===== config.mk =====
export PLATFORM = sky130hd
export DESIGN_NAME = intcTop
export DESIGN_NICKNAME = d
export VERILOG_FILES = /design/src/verilog/intcPkg.sv /design/src/verilog/intcCfgIf.sv /design/src/verilog/intcTop.sv /design/src/verilog/intcArbiter.sv /design/src/verilog/intcPinDetect.sv /design/src/verilog/intcRegs.sv
export SDC_FILE = /design/constraint.sdc
export NUM_CORES = 1
export LEC_CHECK = 0
export BUFFER_PORTS_ARGS = -buffer_cell sky130_fd_sc_hd__buf_2
export CAP_MARGIN = 20
export CORE_ASPECT_RATIO = 1.75
export CORE_UTILIZATION = 40
export CTS_BUF_LIST = sky130_fd_sc_hd__clkbuf_4
export CTS_CLUSTER_SIZE = 14
export DETAILED_ROUTE_END_ITERATION = 8
export GPL_TIMING_DRIVEN = 0
export PLACE_DENSITY = 0.63
export REMOVE_ABC_BUFFERS = 1
export SYNTH_ARGS = -nofsm -noshare
export SYNTH_HDL_FRONTEND = slang
export SYNTH_SLANG_ARGS = --single-unit

===== constraint.sdc =====
create_clock -name CLK -period 3.8 [get_ports CLK]
set_input_delay 0.19 -clock CLK [delete_from_list [all_inputs] [get_ports CLK]]
set_output_delay 0.19 -clock CLK [all_outputs]
set_load 0.01 [all_outputs]

===== src/verilog/intcPkg.sv =====
package intcPkg;

	// basic widths shared by the register port, the CPU side and the scan
	typedef logic [3:0]  prioLevel_t;
	typedef logic [7:0]  vector_t;
	typedef logic [15:0] regData_t;

	// word offsets of the register port
	typedef enum logic [1:0] {
		addrIpra,
		addrIprb,
		addrIprc,
		addrIcr
	} regAddr_e;

	// source order here is also the fixed arbitration order
	typedef enum logic [4:0] {
		srcNone,
		srcNmi,
		srcIrq0,
		srcIrq1,
		srcIrq2,
		srcIrq3,
		srcIrq4,
		srcIrq5,
		srcIrq6,
		srcIrq7,
		srcDmac0,
		srcDmac1,
		srcDmac2,
		srcDmac3,
		srcWdt,
		srcSciEri,
		srcSciRxi,
		srcSciTxi,
		srcSciTei
	} intSource_e;

	typedef enum logic {
		arbIdle,
		arbPending
	} arbState_e;

	// exception vector numbers
	localparam vector_t nmiVector      = 8'd11;
	localparam vector_t irqVectorBase  = 8'd64;
	localparam vector_t dmacVectorBase = 8'd72;
	localparam vector_t wdtVector      = 8'd112;
	localparam vector_t sciVectorBase  = 8'd100;

	// NMI sits above every maskable level
	localparam prioLevel_t nmiLevel = 4'd15;

	// edge select position in the control register, 1 selects the rising edge
	localparam int icrNmieBit = 8;
	localparam regData_t icrWriteMask = regData_t'(1 << icrNmieBit);

	localparam regData_t regResetVal = '0;

endpackage

===== src/verilog/intcCfgIf.sv =====
`timescale 1ns/1ps

interface intcCfgIf;
	import intcPkg::*;

	// priority fields unpacked from IPRA, IPRB and IPRC
	prioLevel_t [7:0] irqPrio;
	prioLevel_t [1:0] dmacPrio;
	prioLevel_t       wdtPrio;
	prioLevel_t       sciPrio;
	// NMI edge select taken from the control register
	logic             nmiRising;

	modport regs (output irqPrio, output dmacPrio, output wdtPrio, output sciPrio,
		output nmiRising);
	modport arb (input irqPrio, input dmacPrio, input wdtPrio, input sciPrio);
	modport pins (input nmiRising);

endinterface


===== src/verilog/intcTop.sv =====
`timescale 1ns/1ps

module intcTop #(
	parameter int unsigned irqSampleDepth = 2
) (
	input  logic                 CLK,
	input  logic                 RST_N,

	input  logic                 regReq,
	input  logic                 regWe,
	input  intcPkg::regAddr_e    regAddr,
	input  intcPkg::regData_t    regWdata,
	output intcPkg::regData_t    regRdata,

	input  logic                 nmiN,
	input  logic [7:0]           irqN,

	input  logic [3:0]           dmacIrq,
	input  logic                 wdtIrq,
	input  logic [3:0]           sciIrq,

	input  intcPkg::prioLevel_t  intMask,
	input  logic                 intAck,
	output logic                 intReq,
	output intcPkg::prioLevel_t  intLvl,
	output intcPkg::vector_t     intVec
);

	logic       nmiReq;
	logic [7:0] irqReq;
	logic       nmiTaken;

	intcCfgIf cfg ();

	intcRegs uRegs (
		.CLK      (CLK),
		.RST_N    (RST_N),
		.cfg      (cfg.regs),
		.regReq   (regReq),
		.regWe    (regWe),
		.regAddr  (regAddr),
		.regWdata (regWdata),
		.regRdata (regRdata)
	);

	intcPinDetect #(
		.irqSampleDepth (irqSampleDepth)
	) uPinDetect (
		.CLK      (CLK),
		.RST_N    (RST_N),
		.cfg      (cfg.pins),
		.nmiN     (nmiN),
		.irqN     (irqN),
		.nmiTaken (nmiTaken),
		.nmiReq   (nmiReq),
		.irqReq   (irqReq)
	);

	intcArbiter uArbiter (
		.CLK      (CLK),
		.RST_N    (RST_N),
		.cfg      (cfg.arb),
		.nmiReq   (nmiReq),
		.irqReq   (irqReq),
		.dmacIrq  (dmacIrq),
		.wdtIrq   (wdtIrq),
		.sciIrq   (sciIrq),
		.intMask  (intMask),
		.intAck   (intAck),
		.intReq   (intReq),
		.intLvl   (intLvl),
		.intVec   (intVec),
		.nmiTaken (nmiTaken)
	);

endmodule


===== src/verilog/intcArbiter.sv =====
`timescale 1ns/1ps

module intcArbiter (
	input  logic                 CLK,
	input  logic                 RST_N,
	intcCfgIf.arb                cfg,
	input  logic                 nmiReq,
	input  logic [7:0]           irqReq,
	input  logic [3:0]           dmacIrq,
	input  logic                 wdtIrq,
	input  logic [3:0]           sciIrq,
	input  intcPkg::prioLevel_t  intMask,
	input  logic                 intAck,
	output logic                 intReq,
	output intcPkg::prioLevel_t  intLvl,
	output intcPkg::vector_t     intVec,
	output logic                 nmiTaken
);

	import intcPkg::*;

	arbState_e  state;
	intSource_e pendSrc;
	intSource_e scanSrc;
	logic [2:0] irqIdx;
	logic [1:0] dmacIdx;
	logic [1:0] sciIdx;

	// the scan runs from the end of the order backwards, so the earliest source
	// that qualifies is the one left in scanSrc
	always_comb begin
		scanSrc = srcNone;
		for (int i = 3; i >= 0; i--) begin
			if (sciIrq[i] && cfg.sciPrio > intMask) begin
				scanSrc = intSource_e'(srcSciEri + i);
			end
		end
		if (wdtIrq && cfg.wdtPrio > intMask) begin
			scanSrc = srcWdt;
		end
		for (int i = 3; i >= 0; i--) begin
			if (dmacIrq[i] && cfg.dmacPrio[i >> 1] > intMask) begin
				scanSrc = intSource_e'(srcDmac0 + i);
			end
		end
		for (int i = 7; i >= 0; i--) begin
			if (irqReq[i] && cfg.irqPrio[i] > intMask) begin
				scanSrc = intSource_e'(srcIrq0 + i);
			end
		end
		// NMI ignores the mask
		if (nmiReq) begin
			scanSrc = srcNmi;
		end
	end

	always_ff @(posedge CLK or negedge RST_N) begin
		if (!RST_N) begin
			state   <= arbIdle;
			pendSrc <= srcNone;
		end else begin
			case (state)
				arbIdle: begin
					pendSrc <= scanSrc;
					if (scanSrc != srcNone) begin
						state <= arbPending;
					end
				end
				arbPending: begin
					if (intAck) begin
						pendSrc <= srcNone;
						state   <= arbIdle;
					end
				end
				default: state <= arbIdle;
			endcase
		end
	end

	assign intReq   = (state == arbPending);
	// clears the NMI request on the same edge the arbiter returns to idle
	assign nmiTaken = intReq && intAck && (pendSrc == srcNmi);

	assign irqIdx  = 3'(pendSrc - srcIrq0);
	assign dmacIdx = 2'(pendSrc - srcDmac0);
	assign sciIdx  = 2'(pendSrc - srcSciEri);

	// levels follow the live priority registers, vectors come from the table
	always_comb begin
		case (pendSrc) inside
			srcNmi: begin
				intLvl = nmiLevel;
				intVec = nmiVector;
			end
			[srcIrq0:srcIrq7]: begin
				intLvl = cfg.irqPrio[irqIdx];
				intVec = vector_t'(irqVectorBase + irqIdx);
			end
			[srcDmac0:srcDmac3]: begin
				intLvl = cfg.dmacPrio[dmacIdx[1]];
				intVec = vector_t'(dmacVectorBase + {dmacIdx, 1'b0});
			end
			srcWdt: begin
				intLvl = cfg.wdtPrio;
				intVec = wdtVector;
			end
			[srcSciEri:srcSciTei]: begin
				intLvl = cfg.sciPrio;
				intVec = vector_t'(sciVectorBase + sciIdx);
			end
			default: begin
				intLvl = '1;
				intVec = '0;
			end
		endcase
	end

	// the CPU only acknowledges a request it has been shown
	assert property (@(posedge CLK) disable iff (!RST_N)
		intAck |-> intReq);

	// a pending request always carries a real vector
	assert property (@(posedge CLK) disable iff (!RST_N)
		intReq |-> intVec != '0);

endmodule


===== src/verilog/intcPinDetect.sv =====
`timescale 1ns/1ps

module intcPinDetect #(
	parameter int unsigned irqSampleDepth = 2
) (
	input  logic        CLK,
	input  logic        RST_N,
	intcCfgIf.pins      cfg,
	input  logic        nmiN,
	input  logic [7:0]  irqN,
	input  logic        nmiTaken,
	output logic        nmiReq,
	output logic [7:0]  irqReq
);

	logic       nmiNReg;
	logic       nmiNOld;
	logic       nmiEdge;
	// a set bit means the pin was sampled low
	logic [7:0] irqLow [irqSampleDepth];

	// the pin is registered once, then the previous sample is kept for edge detection
	always_ff @(posedge CLK or negedge RST_N) begin
		if (!RST_N) begin
			nmiNReg <= 1'b1;
			nmiNOld <= 1'b1;
		end else begin
			nmiNReg <= nmiN;
			nmiNOld <= nmiNReg;
		end
	end

	assign nmiEdge = cfg.nmiRising ? (nmiNReg & ~nmiNOld) : (~nmiNReg & nmiNOld);

	// sticky request, a fresh edge wins over the acknowledge of the previous one
	always_ff @(posedge CLK or negedge RST_N) begin
		if (!RST_N) begin
			nmiReq <= 1'b0;
		end else if (nmiEdge) begin
			nmiReq <= 1'b1;
		end else if (nmiTaken) begin
			nmiReq <= 1'b0;
		end
	end

	always_ff @(posedge CLK or negedge RST_N) begin
		if (!RST_N) begin
			for (int k = 0; k < irqSampleDepth; k++) begin
				irqLow[k] <= '0;
			end
		end else begin
			irqLow[0] <= ~irqN;
			for (int k = 1; k < irqSampleDepth; k++) begin
				irqLow[k] <= irqLow[k - 1];
			end
		end
	end

	// level sensitive, requests only while the whole history is low
	always_comb begin
		irqReq = '1;
		for (int k = 0; k < irqSampleDepth; k++) begin
			irqReq = irqReq & irqLow[k];
		end
	end

	// the arbiter may only retire an NMI that this block is still requesting
	assert property (@(posedge CLK) disable iff (!RST_N)
		nmiTaken |-> nmiReq);

endmodule


===== src/verilog/intcRegs.sv =====
`timescale 1ns/1ps

module intcRegs (
	input  logic               CLK,
	input  logic               RST_N,
	intcCfgIf.regs             cfg,
	input  logic               regReq,
	input  logic               regWe,
	input  intcPkg::regAddr_e  regAddr,
	input  intcPkg::regData_t  regWdata,
	output intcPkg::regData_t  regRdata
);

	import intcPkg::*;

	regData_t ipra;
	regData_t iprb;
	regData_t iprc;
	regData_t icr;

	logic wrStrobe;
	logic rdStrobe;

	assign wrStrobe = regReq & regWe;
	assign rdStrobe = regReq & ~regWe;

	// whole-word writes only, the control register keeps just the edge select
	always_ff @(posedge CLK or negedge RST_N) begin
		if (!RST_N) begin
			ipra <= regResetVal;
			iprb <= regResetVal;
			iprc <= regResetVal;
			icr  <= regResetVal;
		end else if (wrStrobe) begin
			case (regAddr)
				addrIpra: ipra <= regWdata;
				addrIprb: iprb <= regWdata;
				addrIprc: iprc <= regWdata;
				addrIcr:  icr  <= regWdata & icrWriteMask;
				default: ;
			endcase
		end
	end

	// read data is captured on the strobe edge and held until the next read
	always_ff @(posedge CLK or negedge RST_N) begin
		if (!RST_N) begin
			regRdata <= '0;
		end else if (rdStrobe) begin
			case (regAddr)
				addrIpra: regRdata <= ipra;
				addrIprb: regRdata <= iprb;
				addrIprc: regRdata <= iprc;
				addrIcr:  regRdata <= icr;
				default:  regRdata <= '0;
			endcase
		end
	end

	// IRQ0 and IRQ4 live in the high nibble, element 7 is listed first
	assign cfg.irqPrio = {iprb[3:0], iprb[7:4], iprb[11:8], iprb[15:12],
		ipra[3:0], ipra[7:4], ipra[11:8], ipra[15:12]};

	// IPRC holds DMAC01, DMAC23, WDT and SCI from the top nibble down
	assign cfg.dmacPrio  = {iprc[11:8], iprc[15:12]};
	assign cfg.wdtPrio   = iprc[7:4];
	assign cfg.sciPrio   = iprc[3:0];
	assign cfg.nmiRising = icr[icrNmieBit];

	// a strobe with an unknown offset would corrupt an arbitrary register
	assert property (@(posedge CLK) disable iff (!RST_N)
		regReq |-> !$isunknown(regAddr));

endmodule


* After elaboration in Yosys (flattened, before gate mapping)
Cells that the tools add are included.
Operators by class: magnitude comparators 20, bitwise gates (word level) 10, add/subtract/negate cells 6, equality and inequality tests 6, muxes and demuxes 41, reduce and logical (&&, ||, !) cells 29
Operators by type and width (number):
- $mux 5 | 19
- $pmux 16 s4 | 1
- $gt 4x4->1 | 12
- $mux 8 | 5
- $mux 4 | 8
- $logic_and 1x1->1 | 22
- $add 7x3->8 const A | 2
- $bmux 4 s3 | 1
- $ge 5x4->1 const B | 2
- $le 5x4->1 const B | 2
- $pmux 5 s2 | 1
- $add 7x2->8 const A | 1
- $and 8x8->8 | 1
- $not 8->8 | 1
- $reduce_and 2->1 | 4
- $eq 5x1->1 const B | 1
- $eq 5x4->1 const B | 1
- $ge 5x2->1 const B | 1
- $le 5x5->1 const B | 1
- $mux 1 | 5
- $reduce_bool 5->1 | 1
- $and 1x1->1 | 4
- $eq 2x2->1 const B | 2
- $lt 3x4->1 const B | 1
- other kinds (9) | 13
Storage, ports and cells: logic and storage cells 124, bits in registers 90, output and inout bits 29, input bits 45

* Longest topological paths before layout
depth in word-level cells 23, mapped depth 11, gate-level depth less buffers 9

* Hierarchy
Synthesis repeated with hierarchy kept, for this count alone.
Second synthesis, totals: cells, all modules 521, area total of the unflattened synthesis 5781.8 µm²
Modules (own cells, without submodules):
- intcRegs | times used 1, seq. area each 1626.6 µm², area an instance 2842.7 µm², cells each 209
- intcArbiter | times used 1, seq. area each 150.1 µm², area an instance 2356.0 µm², cells each 273
- intcPinDetect | times used 1, seq. area each 478.0 µm², area an instance 583.1 µm², cells each 39

* Worst setup path after synthesis
OpenSTA, ideal clock, no wires.
path type register to output, start register uArbiter.pendSrc[1], end output port intVec[2], path slack 1.078 ns, buffers on the path 3, arrival 2.532 ns, required time 3.610 ns, stages on the path, launching flop included 10, cells stage by stage dfrtp_1 clkbuf_1 buf_2 inv_1 ha_1 or2_2 a31oi_1 clkbuf_1 mux2_2 nor2_1
On the way: longest elaborated chain between the ends 7, elaborated cells between the ends (all ways) 22, those cells by class add/sub: 6; order compare: 6; eq/ne: 2; mux: 5; reduce/logical: 3
RTL lines:
- start: declaration | RTL line intcArbiter.sv:23 | intSource_e pendSrc;
- start signal: assignment | RTL line intcArbiter.sv:60 | pendSrc <= srcNone;
- start signal: assignment | RTL line intcArbiter.sv:64 | pendSrc <= scanSrc;
- start signal: assignment | RTL line intcArbiter.sv:71 | pendSrc <= srcNone;
- $sub 2x2->2 (tied with other cells) | RTL line intcArbiter.sv:86 | assign sciIdx = 2'(pendSrc - srcSciEri);
- $add 7x2->8 or $logic_and 1x1->1 (tied branches)
- $mux 8 (4 in a row) | RTL line intcArbiter.sv:90 | case (pendSrc) inside
- $mux 8 (*) | RTL line intcArbiter.sv:90
- end: declaration | RTL line intcTop.sv:26 | output intcPkg::vector_t intVec
Mark *: on every way between the ends. The rest lies on a longest branch, timed or not.

* Final worst setup path
start register uArbiter.pendSrc[1], end output port intLvl[2]
On the way: longest elaborated chain between the ends 7, elaborated cells between the ends (all ways) 22, those cells by class add/sub: 2; order compare: 6; eq/ne: 2; mux: 9; reduce/logical: 3
RTL lines:
- $ge 5x4->1 (no line) or $le 5x5->1 (tied branches)
- $logic_and 1x1->1 (no line)
- $mux 4 (4 in a row) | RTL line intcArbiter.sv:90
- $mux 4 (*) | RTL line intcArbiter.sv:90
- end: declaration | RTL line intcTop.sv:25 | output intcPkg::prioLevel_t intLvl,
Mark *: on every way between the ends. The rest lies on a longest branch, timed or not. The select of a mux whose other input is x is not followed.

==> metrics.cfg <==
[clock_network]
cts_buffer_depth=2
htreeDepth=3
root_buffer=clkbuf_4
cts_inserted_buffers=9
clk_pin_slew_ns=0.17
postCtsSetupBuffers=0
clk_latency_ns=0.46
clkSinkCount=90
cts_tree=done

[yosys]
synth_edf_count=0
synth_compound_area_share_pct=14.1
synth_area_um2=5520
synth_fa_ha_area_share_pct=12.5
synth_seq_cells=90
synthCells=526
synth_warnings=0
synthArstFlopShare_pct=100
ys_types=53
synthXorXnorAreaFrac_pct=0
ys_seq_area_share_pct=40.8
syn_area_per_cell_um2=10.5
synth_top_family_by_area=multiplexers
synth-simple-area-share_pct=11.9
synthFlopType=dfrtp_1
synthMuxAreaShare_pct=17.2

[min_path]
min_from=regWdata[1]
hp-class=in2reg

[route]
final_antenna_net_count=0
drt_pass1_iterations=4
route.vias.total=4477
vias_per_cell=5.60
drcViolationCount=0
dr.first_iter.drc_count=201
wirelength_mm=15.6
wl_per_cell_um=19.5

[place]
globalplace.congestion=0.940
place_ws_ns=0.306
port_buffers=72
hpwl_mm=12.1

[timing]
max_freq_mhz=286
slew_violations=0
setup_violations=0
relSlewSlack_pct=34.0
setup_tns_ns=0
finalClockSkew_ns=0.0239
fin_crit_sh_pct=91.9
timing.final.ws_setup_ns=0.308
holdWs_ns=0.00660
rsz0062_at_grt=false
fin_crit_ns=3.49
final_hold_viol_count=0
tightest_slew_ns=0.990

[floorplanning]
die_h_um=157
start_util_pct=41.0
rows=56
dieArea_um2=14300
die_w_um=90.8
pin_count=74
core_area_um2=13500

[final_layout]
nNetsFinal=720
drive_above_1_share_pct=27.2
area_growth_pct=17.5

[setup_path]
r2r_end=uArbiter.pendSrc[4]
cpMaxStageDelayCell=dfrtp_2
critPathMaxFanout=20
cp-end-kind=primary output
criticalPathCategory=reg2out
r2r_cells=8
start_kind=flip-flop
r2r_start=uRegs.iprc[2]
required_ns=3.61
reg2reg_slack_ns=1.14
crit_chain=inv_1 > ha_1 > or2_2 > a31oi_2 > nor2b_1 > a221oi_1 > nand2_1 > buf_2
crit_path_end=intLvl[2]
critical_path.startpoint=uArbiter.pendSrc[1]
cp_data_arrival_time_ns=3.30
critical_path.max_stage_delay_ns=0.68

[power]
seqPwrFrac_pct=42.4
power_switching_share_pct=41.1
p_clk_share_pct=15.3
ir_worst_vdd_mv=0.222
internal_power_mw=1.97
p_leak_nw=2.99
power.switching_mw=1.38
p_comb_share_pct=42.3
powerDensity_nw_per_um2=517

[grt]
grt_util_all_layers_pct=22.7
antenna_found_initial=1
gr-total-overflow=0
grt_max_degree=73
grt_pass1_vias=4591
grt_pass1_wl_mm=24.4

[outcome]
status=finished, final reports clean

[flow_run]
maxCapViolations=0

-- cell type report --
cell class	count	area [um2]
Fill cell	1304	6970
Clock buffer	9	67.6
Inverter	29	109
Sequential cell	90	2260
Multi-Input combinational cell	388	3090
Antenna cell	1	2.50
Timing Repair Buffer	102	682
Tap cell	174	218
Clock inverter	7	63.8
-- synth_stat cells, types with 13 or more instances --
| library cell | n | share of area [%] |
|---|---|---|
| nor2_1 | 28 | 1.9 |
| mux2_2 | 53 | 11 |
| dfrtp_1 | 88 | 40 |
| nand3_1 | 13 | 1.2 |
| inv_1 | 29 | 2.0 |
| ha_1 | 55 | 12 |
| nand4_1 | 13 | 1.5 |
| mux2i_1 | 15 | 2.7 |
| o21ai_0 | 27 | 2.4 |
| nand2_1 | 43 | 2.9 |
| a21oi_1 | 44 | 4.0 |
| clkbuf_1 | 13 | 0.88 |
| nor2b_1 | 13 | 1.5 |
-- metal layers --
metal	vias up	GRT usage [%]	routed length [um]
met5	-	0	0
met4	0	15.9	1090
met3	56	2.85	539
met2	132	42.2	8250
met1	2162	23.3	5710
li1	2127	-	-
-- stage by stage --
stage                     util (%)  cell area [um2]  power (mW)  cells
after floorplan                  -             5440        2.28    507
after global routing          48.2             6490        3.58    800
after global placement        44.7             6020        2.75    753
after detailed placement      45.3             6090        2.82    758
final                         48.2             6490        3.36    800
after CTS                     48.2             6480        3.36    799
-- power groups by stage --
| stage | registers (mW) | clock network, mW | logic [mW] |
|---|---|---|---|
| 4_1_cts | 1.42 | 0.521 | 1.41 |
| 5_1_grt | 1.45 | 0.557 | 1.58 |
| 6_report | 1.42 | 0.512 | 1.42 |
| 3_5_place_dp | 1.44 | 0 | 1.38 |
| 3_3_place_gp | 1.43 | 0 | 1.32 |
| 2_1_floorplan | 1.33 | 0 | 0.950 |
-- registers in the layout (all words and copies together), names as in the netlist --
register,flops
uRegs.regRdata,16
uArbiter.intReq,1
uArbiter.pendSrc,5
uPinDetect.nmiNOld,1
uRegs.iprc,16
uPinDetect.irqLow,16
uRegs.icr,1
uRegs.iprb,16
uPinDetect.nmiNReg,1
uRegs.ipra,16
uPinDetect.nmiReq,1
-- cell usage in the layout, fill, tap and decap left out, types with 5 or more instances in the layout --
cell	n
or2_2	5
ha_1	55
nor2_1	28
nand3_1	13
mux2i_1	15
buf_2	71
o211ai_1	11
clkbuf_4	9
nand2_1	43
dfrtp_1	87
nor2b_1	13
nand4_1	13
a221oi_1	5
dlygate4sd3_1	25
mux2_2	53
mux4_2	9
inv_1	29
a21oi_1	44
o21ai_0	27
-- repair_timing --
action                                  in CTS  in global routing
resized for setup                            1                  1
hold buffers                                25                  0
endpoints found under the setup margin       6                  5
hold endpoints to repair                   137                  0
-- how the worst min path moves through the flow --
stage | cells past startpoint | to
5_1_grt | 2 | uRegs.ipra[1]
2_1_floorplan | 0 | uArbiter.intReq
3_5_place_dp | 1 | uPinDetect.irqLow[11]
4_1_cts | 2 | uRegs.ipra[1]
6_report | 2 | uRegs.ipra[1]
3_3_place_gp | 1 | uPinDetect.nmiNReg
-- critical path: cells and delay by family (launching register included) --
kind / cells / cell delay (ns)
buffers and inverters: 2 / 0.34
adder cells (fa/ha/maj): 1 / 0.30
flip-flops: 1 / 0.68
AND/OR/NAND/NOR: 3 / 0.65
AO/OA/AOI/OAI: 2 / 0.86
-- cell families after synthesis --
| kind of cell | Yosys count |
|---|---|
| flops | 90 |
| other cells | 1 |
| fa+ha+maj | 55 |
| buf+inv | 48 |
| compound gates | 121 |
| mux | 77 |
| simple gates | 134 |
No activity file was read; power rests on OpenSTA's default activity.
